===== src/logic/log_pack_params.svh =====
`ifndef LOG_PACK_PARAMS_SVH
`define LOG_PACK_PARAMS_SVH

////////////////////////////////////////
// log channel widths in bits
////////////////////////////////////////
`define LP_CH0_W 8
`define LP_CH1_W 16
`define LP_CH2_W 8
`define LP_CH3_W 32

`define LP_NUM_CH 4

// sum of all channel widths
`define LP_FULL_W 64

// record length field, holds 0 to LP_FULL_W
`define LP_LEN_W 7

// output beat width
`define LP_BEAT_W 16

`endif


===== src/logic/log_pack_pkg.sv =====
`include "log_pack_params.svh"

package log_pack_pkg;

  ////////////////////////////////////////
  // framer states
  ////////////////////////////////////////
  typedef enum logic [1:0] {
    FRAME_IDLE,
    FRAME_HEADER,
    FRAME_DATA
  } frame_state_e;

  // one beat on the output stream
  typedef logic [`LP_BEAT_W-1:0] log_beat_t;

  // header beat, mask sits in the low bits
  typedef struct packed {
    logic [`LP_BEAT_W-`LP_LEN_W-`LP_NUM_CH-1:0] rsvd;
    logic [`LP_LEN_W-1:0]                       len;
    logic [`LP_NUM_CH-1:0]                      mask;
  } log_header_t;

endpackage


===== src/logic/packed_log_if.sv =====
`timescale 1ns/1ps

interface packed_log_if #(
  parameter int FULL_WIDTH = 8,
  parameter int MASK_W     = 1
);
  // wide enough for a length of 0 to FULL_WIDTH
  localparam int LEN_W = $clog2(FULL_WIDTH + 1);

  logic                  valid;
  // compacted bits at the bottom, zeros above len
  logic [FULL_WIDTH-1:0] data;
  logic [LEN_W-1:0]      len;
  logic [MASK_W-1:0]     mask;
  logic                  ready;

  modport prod (output valid, data, len, mask, input ready);
  modport cons (input valid, data, len, mask, output ready);

endinterface


===== src/logic/skid_buf.sv =====
`timescale 1ns/1ps

module skid_buf #(
  parameter int WIDTH = 8
) (
  input  logic             clk,
  input  logic             rst,
  input  logic             in_valid,
  input  logic [WIDTH-1:0] in_data,
  output logic             in_ready,
  output logic             out_valid,
  output logic [WIDTH-1:0] out_data,
  input  logic             out_ready
);

  logic             main_valid;
  logic             skid_valid;
  logic [WIDTH-1:0] main_data;
  logic [WIDTH-1:0] skid_data;
  logic             main_free;
  logic             in_fire;

  // main entry can take a new value this cycle
  assign main_free = out_ready || !main_valid;
  assign in_fire   = in_valid && in_ready;

  // only the skid entry holds back the input, so in_ready is a flop
  assign in_ready  = !skid_valid;
  assign out_valid = main_valid;
  assign out_data  = main_data;

  always_ff @(posedge clk) begin
    if (rst) begin
      main_valid <= 1'b0;
      skid_valid <= 1'b0;
    end else if (main_free) begin
      if (skid_valid) begin
        main_valid <= 1'b1;
        skid_valid <= 1'b0;
      end else begin
        main_valid <= in_valid;
      end
    end else if (in_fire) begin
      // downstream stalled, park the incoming value
      skid_valid <= 1'b1;
    end
  end

  always_ff @(posedge clk) begin
    if (main_free) begin
      main_data <= skid_valid ? skid_data : in_data;
    end
    if (!main_free && in_fire) begin
      skid_data <= in_data;
    end
  end

endmodule


===== src/logic/log_merge2.sv =====
`timescale 1ns/1ps

module log_merge2 #(
  parameter int WIDTH_A = 8,
  parameter int WIDTH_B = 8
) (
  input logic        clk,
  input logic        rst,
  packed_log_if.cons a,
  packed_log_if.cons b,
  packed_log_if.prod y
);

  localparam int WIDTH_Y = WIDTH_A + WIDTH_B;
  localparam int LEN_Y_W = $clog2(WIDTH_Y + 1);
  localparam int MASK_Y_W = y.MASK_W;
  localparam int PAY_W = WIDTH_Y + LEN_Y_W + MASK_Y_W;

  logic [WIDTH_A-1:0]  keep_a;
  logic [WIDTH_B-1:0]  keep_b;
  logic [WIDTH_Y-1:0]  data_c;
  logic [LEN_Y_W-1:0]  len_c;
  logic [MASK_Y_W-1:0] mask_c;
  logic                sb_in_ready;

  ////////////////////////////////////////
  // compaction
  ////////////////////////////////////////

  // clear bits above each len so absent channels leave nothing behind
  assign keep_a = ~({WIDTH_A{1'b1}} << a.len);
  assign keep_b = ~({WIDTH_B{1'b1}} << b.len);

  // b lands right on top of the valid bits of a
  assign data_c = WIDTH_Y'(a.data & keep_a) | (WIDTH_Y'(b.data & keep_b) << a.len);
  assign len_c  = LEN_Y_W'(a.len) + LEN_Y_W'(b.len);
  assign mask_c = {b.mask, a.mask};

  // a and b advance in lockstep, one ready serves both
  assign a.ready = sb_in_ready;
  assign b.ready = sb_in_ready;

  skid_buf #(
    .WIDTH(PAY_W)
  ) u_sbuf (
    .clk      (clk),
    .rst      (rst),
    .in_valid (a.valid),
    .in_data  ({data_c, len_c, mask_c}),
    .in_ready (sb_in_ready),
    .out_valid(y.valid),
    .out_data ({y.data, y.len, y.mask}),
    .out_ready(y.ready)
  );

endmodule


===== src/logic/beat_counter.sv =====
`timescale 1ns/1ps
`include "log_pack_params.svh"

module beat_counter (
  input  logic                 clk,
  input  logic                 rst,
  input  logic                 load,
  input  logic [`LP_LEN_W-1:0] len,
  input  logic                 step,
  output logic                 last
);

  localparam int SHIFT = $clog2(`LP_BEAT_W);
  localparam int CNT_W = `LP_LEN_W - SHIFT + 1;

  logic [`LP_LEN_W:0] len_rnd;
  logic [CNT_W-1:0]   count;

  // round up to whole beats
  assign len_rnd = {1'b0, len} + (`LP_LEN_W + 1)'(`LP_BEAT_W - 1);

  always_ff @(posedge clk) begin
    if (rst) begin
      count <= '0;
    end else if (load) begin
      count <= len_rnd[`LP_LEN_W:SHIFT];
    end else if (step && count != '0) begin
      count <= count - 1'b1;
    end
  end

  assign last = (count == CNT_W'(1));

endmodule


===== src/logic/frame_fsm.sv =====
`timescale 1ns/1ps
`include "log_pack_params.svh"

module frame_fsm (
  input  logic                    clk,
  input  logic                    rst,
  packed_log_if.cons              rec,
  output logic                    out_valid,
  input  logic                    out_ready,
  output log_pack_pkg::log_beat_t out_data,
  output logic                    out_last
);

  log_pack_pkg::frame_state_e  state;
  log_pack_pkg::log_header_t   hdr_q;
  logic [`LP_FULL_W-1:0]       word_q;
  logic                        rec_fire;
  logic                        start;
  logic                        data_step;
  logic                        last;

  assign rec.ready = (state == log_pack_pkg::FRAME_IDLE);
  assign rec_fire  = rec.valid && rec.ready;
  // empty records are consumed but never framed
  assign start     = rec_fire && (|rec.mask);
  assign data_step = (state == log_pack_pkg::FRAME_DATA) && out_ready;

  ////////////////////////////////////////
  // state machine
  ////////////////////////////////////////
  always_ff @(posedge clk) begin
    if (rst) begin
      state <= log_pack_pkg::FRAME_IDLE;
    end else begin
      unique case (state)
        log_pack_pkg::FRAME_IDLE:   if (start) state <= log_pack_pkg::FRAME_HEADER;
        log_pack_pkg::FRAME_HEADER: if (out_ready) state <= log_pack_pkg::FRAME_DATA;
        log_pack_pkg::FRAME_DATA:   if (out_ready && last) state <= log_pack_pkg::FRAME_IDLE;
        default:                    state <= log_pack_pkg::FRAME_IDLE;
      endcase
    end
  end

  // latch the record, then walk it out from the low end
  always_ff @(posedge clk) begin
    if (rec_fire) begin
      word_q     <= rec.data;
      hdr_q.rsvd <= '0;
      hdr_q.len  <= rec.len;
      hdr_q.mask <= rec.mask;
    end else if (data_step) begin
      word_q <= word_q >> `LP_BEAT_W;
    end
  end

  beat_counter u_beats (
    .clk (clk),
    .rst (rst),
    .load(start),
    .len (rec.len),
    .step(data_step),
    .last(last)
  );

  always_comb begin
    out_valid = (state != log_pack_pkg::FRAME_IDLE);
    out_last  = (state == log_pack_pkg::FRAME_DATA) && last;
    unique case (state)
      log_pack_pkg::FRAME_HEADER: out_data = log_pack_pkg::log_beat_t'(hdr_q);
      log_pack_pkg::FRAME_DATA:   out_data = word_q[`LP_BEAT_W-1:0];
      default:                    out_data = '0;
    endcase
  end

endmodule


===== src/logic/log_packer_top.sv =====
`timescale 1ns/1ps
`include "log_pack_params.svh"

module log_packer_top (
  input  logic                    clk,
  input  logic                    rst,
  input  logic                    in_valid,
  output logic                    in_ready,
  input  logic [`LP_NUM_CH-1:0]   in_mask,
  input  logic [`LP_CH0_W-1:0]    ch0_data,
  input  logic [`LP_CH1_W-1:0]    ch1_data,
  input  logic [`LP_CH2_W-1:0]    ch2_data,
  input  logic [`LP_CH3_W-1:0]    ch3_data,
  output logic                    out_valid,
  input  logic                    out_ready,
  output log_pack_pkg::log_beat_t out_data,
  output logic                    out_last
);

  packed_log_if #(.FULL_WIDTH(`LP_CH0_W), .MASK_W(1)) leaf0 ();
  packed_log_if #(.FULL_WIDTH(`LP_CH1_W), .MASK_W(1)) leaf1 ();
  packed_log_if #(.FULL_WIDTH(`LP_CH2_W), .MASK_W(1)) leaf2 ();
  packed_log_if #(.FULL_WIDTH(`LP_CH3_W), .MASK_W(1)) leaf3 ();
  packed_log_if #(.FULL_WIDTH(`LP_CH0_W + `LP_CH1_W), .MASK_W(2)) m01_bus ();
  packed_log_if #(.FULL_WIDTH(`LP_CH2_W + `LP_CH3_W), .MASK_W(2)) m23_bus ();
  packed_log_if #(.FULL_WIDTH(`LP_FULL_W), .MASK_W(`LP_NUM_CH)) root_bus ();

  ////////////////////////////////////////
  // leaf extraction
  ////////////////////////////////////////
  assign leaf0.valid = in_valid;
  assign leaf0.data  = ch0_data;
  assign leaf0.len   = in_mask[0] ? leaf0.LEN_W'(`LP_CH0_W) : '0;
  assign leaf0.mask  = in_mask[0];

  assign leaf1.valid = in_valid;
  assign leaf1.data  = ch1_data;
  assign leaf1.len   = in_mask[1] ? leaf1.LEN_W'(`LP_CH1_W) : '0;
  assign leaf1.mask  = in_mask[1];

  assign leaf2.valid = in_valid;
  assign leaf2.data  = ch2_data;
  assign leaf2.len   = in_mask[2] ? leaf2.LEN_W'(`LP_CH2_W) : '0;
  assign leaf2.mask  = in_mask[2];

  assign leaf3.valid = in_valid;
  assign leaf3.data  = ch3_data;
  assign leaf3.len   = in_mask[3] ? leaf3.LEN_W'(`LP_CH3_W) : '0;
  assign leaf3.mask  = in_mask[3];

  // m23 sees the same accepts and stalls as m01
  assign in_ready = leaf0.ready;

  ////////////////////////////////////////
  // merge tree, 2 + 2 leaves
  ////////////////////////////////////////
  log_merge2 #(.WIDTH_A(`LP_CH0_W), .WIDTH_B(`LP_CH1_W)) u_m01 (
    .clk(clk), .rst(rst), .a(leaf0), .b(leaf1), .y(m01_bus)
  );

  log_merge2 #(.WIDTH_A(`LP_CH2_W), .WIDTH_B(`LP_CH3_W)) u_m23 (
    .clk(clk), .rst(rst), .a(leaf2), .b(leaf3), .y(m23_bus)
  );

  log_merge2 #(
    .WIDTH_A(`LP_CH0_W + `LP_CH1_W),
    .WIDTH_B(`LP_CH2_W + `LP_CH3_W)
  ) u_mroot (
    .clk(clk), .rst(rst), .a(m01_bus), .b(m23_bus), .y(root_bus)
  );

  frame_fsm u_framer (
    .clk      (clk),
    .rst      (rst),
    .rec      (root_bus),
    .out_valid(out_valid),
    .out_ready(out_ready),
    .out_data (out_data),
    .out_last (out_last)
  );

endmodule


===== config.mk =====
export PLATFORM = sky130hd
export DESIGN_NAME = log_packer_top
export DESIGN_NICKNAME = d
export VERILOG_FILES = /design/src/logic/log_pack_pkg.sv /design/src/logic/packed_log_if.sv /design/src/logic/skid_buf.sv /design/src/logic/log_merge2.sv /design/src/logic/beat_counter.sv /design/src/logic/frame_fsm.sv /design/src/logic/log_packer_top.sv
export VERILOG_INCLUDE_DIRS = /design/src /design/src/logic
export SDC_FILE = /design/constraint.sdc
export NUM_CORES = 1
export LEC_CHECK = 0
export ABC_AREA = 1
export ABC_CLOCK_PERIOD_IN_PS = 12500
export BUFFER_PORTS_ARGS = -buffer_cell sky130_fd_sc_hd__buf_2
export CORE_ASPECT_RATIO = 1.2
export CORE_MARGIN = 1.5
export CORE_UTILIZATION = 45
export CTS_CLUSTER_DIAMETER = 50
export CTS_CLUSTER_SIZE = 8
export DETAILED_ROUTE_END_ITERATION = 8
export REMOVE_ABC_BUFFERS = 1
export SYNTH_ARGS = -nofsm -noshare
export SYNTH_HDL_FRONTEND = slang
export SYNTH_SLANG_ARGS = --single-unit

===== constraint.sdc =====
create_clock -name clk -period 12.5 [get_ports clk]
set_input_delay 1.25 -clock clk [delete_from_list [all_inputs] [get_ports clk]]
set_output_delay 1.25 -clock clk [all_outputs]
set_load 0.03 [all_outputs]

==> results.toml <==
[run_status]
status = "finished, final reports clean"

[synth]
synth_top_cell_by_area = "edfxtp_1"
yosys.area.top_type_share_pct = 65.2
yosys_warnings = 0
synthCells = 1621
synth_area_um2 = 16200
yosys-top-cells-area = "edfxtp_1 (65%), nand2_1 (16%), nand3_1 (2.8%)"
synth_common_cells = "nand2_1 (709), edfxtp_1 (352), nor2_1 (99)"
synth.avg_cell_area_um2 = 9.99
synth_edf_count = 352
ys_seq_area_share_pct = 66.7
ys_ff_latch = 364
async_flop_share_pct = 0
synth_most_common_cell = "nand2_1"
synth-main-ff-cell = "edfxtp_1"
synthDistinctLibCells = 30

[die]
die_h_um = 211
num_rows = 75
dieArea_um2 = 37200
floorplan.initialDensity_pct = 46.0
core_um2 = 35200
num_io_pins = 91
die_w_um = 176

[final_layout]
diodes = 0
fin_cells = 2185
fin_nets = 1779
fill_cells = 3202
stdcell_area_um2 = 18500
syn_to_final_growth_pct = 14.0
drive_gt1_share_pct = 11.4

[grt]
grt.met3_usage_pct = 2.61
met2_usage_pct = 31.6
grt_overflow = 0
first_global_vias = 10700
grtUsageTotal_pct = 19.3
gr-usage-met1_pct = 27.1
antenna_found_initial = 0
grt_pass1_wl_mm = 56.9
grt_max_degree = 85
top_usage_layer = "met2"

[critical_path]
cp.required_ns = 11.25
start_kind = "flip-flop"
crit_type = "flip-flop to output port"
cp.arrival_ns = 2.40
worstPathMaxFanout = 34
cp-end-kind = "output port"

[sta]
max_freq_ghz = 0.274
finalSetupViolCount = 0
slew_violations = 0
tightest_slew_ns = 1.05
fin_hold_ws_ns = 0.455
hold_viol = 0
skew_ns = 0.0181
slew_headroom_pct = 30.0
fin_crit_sh_pct = 29.2
finalSetupTns_ns = 0
setup_ws_ns = 8.85
rsz0062_at_grt = "no"
fin_crit_ns = 3.65

[job]
maxCapViolations = 0

[power_and_ir_drop]
p_leak_nw = 7.69
power_density_nw_per_um2 = 171
peakVddDrop_v = 0.000109

[clock_tree]
htree_num_levels = 2
clockBufferDepth = 3
cts_tree = "yes"
ctsHoldBuffers = 0
clockRootBuffer = "clkbuf_16"
post_cts_resized = 0
cts.sinks = 364
clkLatencyLatePin_ns = 0.56
cts_made_buffers = 52
cts_setup_buffers = 0
cts.clk_slew.worst_paths_ns = 0.05

[placement]
io_buffers = 90
place_congestion = 0.775
place_area_um2 = 17000
hpwl_mm = 22.0
dpl.cell_count = 2105
pre_cts_ws_ns = 9.36

[drt]
drtPass1Iterations = 5
drtIter0Drc = 775
vias = 11000
vias_per_cell = 5.05
drc = 0
wl_per_cell_um = 16.1
detail-route-antenna-nets = 0
drt_wl_total_mm = 35.2

[hold_path]
min_path_type = "flip-flop to flip-flop"
==> layer usage <==
| layer | wire (um) | share of wire, % | up-vias |
|---|---|---|---|
| met5 | 0 | 0 | - |
| met4 | 537 | 1.5 | 0 |
| met3 | 1740 | 4.9 | 39 |
| met2 | 16400 | 47 | 313 |
| met1 | 16500 | 47 | 5155 |
| li1 | - | - | 5534 |
==> through the flow <==
stage                     power (mW)  utilization [%]
final                           3.15             52.5
after global routing            3.29             52.5
after global placement          1.91             48.3
after detailed placement        1.92             48.3
after CTS                       3.19             52.5
after floorplan                 1.79                -
==> power by group <==
group / switching [mW] / total [mW] / internal (mW)
Combinational: 0.271 / 0.376 / 0.105
Sequential: 0.0339 / 1.52 / 1.48
Clock: 0.484 / 1.26 / 0.779
==> flip-flops by register name, indices dropped and copies added (netlist names), 8 cells and up <==
register                  count
u_m23.u_sbuf.out_data        42
u_m01.u_sbuf.out_data        26
u_framer.hdr_q                8
u_framer.word_q              64
u_m23.u_sbuf.skid_data       42
u_m01.u_sbuf.skid_data       26
u_mroot.u_sbuf.skid_data     72
u_mroot.u_sbuf.out_data      72
==> cells in the final DEF, fill, tap and decap left out <==
| cell type | n |
|---|---|
| a21boi_0 | 5 |
| a21boi_1 | 19 |
| a21oi_1 | 16 |
| a31oi_1 | 15 |
| and2_1 | 1 |
| buf_2 | 90 |
| buf_4 | 19 |
| clkbuf_1 | 22 |
| clkbuf_16 | 53 |
| clkbuf_8 | 2 |
| clkinv_1 | 2 |
| clkinv_4 | 1 |
| dfxtp_1 | 11 |
| dfxtp_2 | 1 |
| edfxtp_1 | 352 |
| ha_1 | 10 |
| inv_1 | 77 |
| inv_2 | 2 |
| inv_6 | 2 |
| nand2_1 | 705 |
| nand2_2 | 4 |
| nand2_4 | 1 |
| nand3_1 | 90 |
| nand4_1 | 2 |
| nor2_1 | 98 |
| nor2_4 | 3 |
| nor3_1 | 3 |
| nor3_2 | 2 |
| o21ai_0 | 76 |
| o21ai_1 | 19 |
| o21ai_2 | 2 |
| o22ai_2 | 7 |
| or2_2 | 8 |
| xnor2_1 | 1 |
| xor2_1 | 2 |
==> final timing paths <==
path	endpoint	depth (start not counted)	slack [ns]	startpoint
setup / recovery	in_ready	3	8.85	u_m01.u_sbuf.skid_valid
hold / removal	u_framer.hdr_q[1]	0	0.45	u_mroot.u_sbuf.out_data[1]
setup reg to reg	u_mroot.u_sbuf.skid_data[60]	6	9.83	u_framer.state[0]
hold reg to reg	u_framer.hdr_q[1]	0	0.45	u_mroot.u_sbuf.out_data[1]
==> logic make-up (layout without fill, tap and decap cells) <==
family | count (synthesis) | count (layout) | synth area share [%]
adder cells (fa/ha/maj) | 10 | 10 | 0.772
AND/OR/NAND/NOR | 917 | 917 | 22.3
flip-flops | 364 | 364 | 66.7
AO/OA/AOI/OAI | 159 | 159 | 5.77
buffers and inverters | 168 | 270 | 4.31
XOR/XNOR | 3 | 3 | 0.162
==> critical path: stages (launching register included) <==
cell and delay (ns):
dfxtp_1 0.31, buf_4 0.25, clkinv_1 0.81, buf_2 0.47
==> layout make-up <==
cell class / instances / area, um2 / share of cell area, %
Clock buffer: 77 / 1440 / 7.78
Clock inverter: 3 / 26.3 / 0.142
Inverter: 81 / 304 / 1.65
Multi-Input combinational cell: 1089 / 4720 / 25.6
Sequential cell: 364 / 10800 / 58.5
Tap cell: 462 / 578 / 3.13
Timing Repair Buffer: 109 / 593 / 3.21
Power figures use the tool's default switching activity.
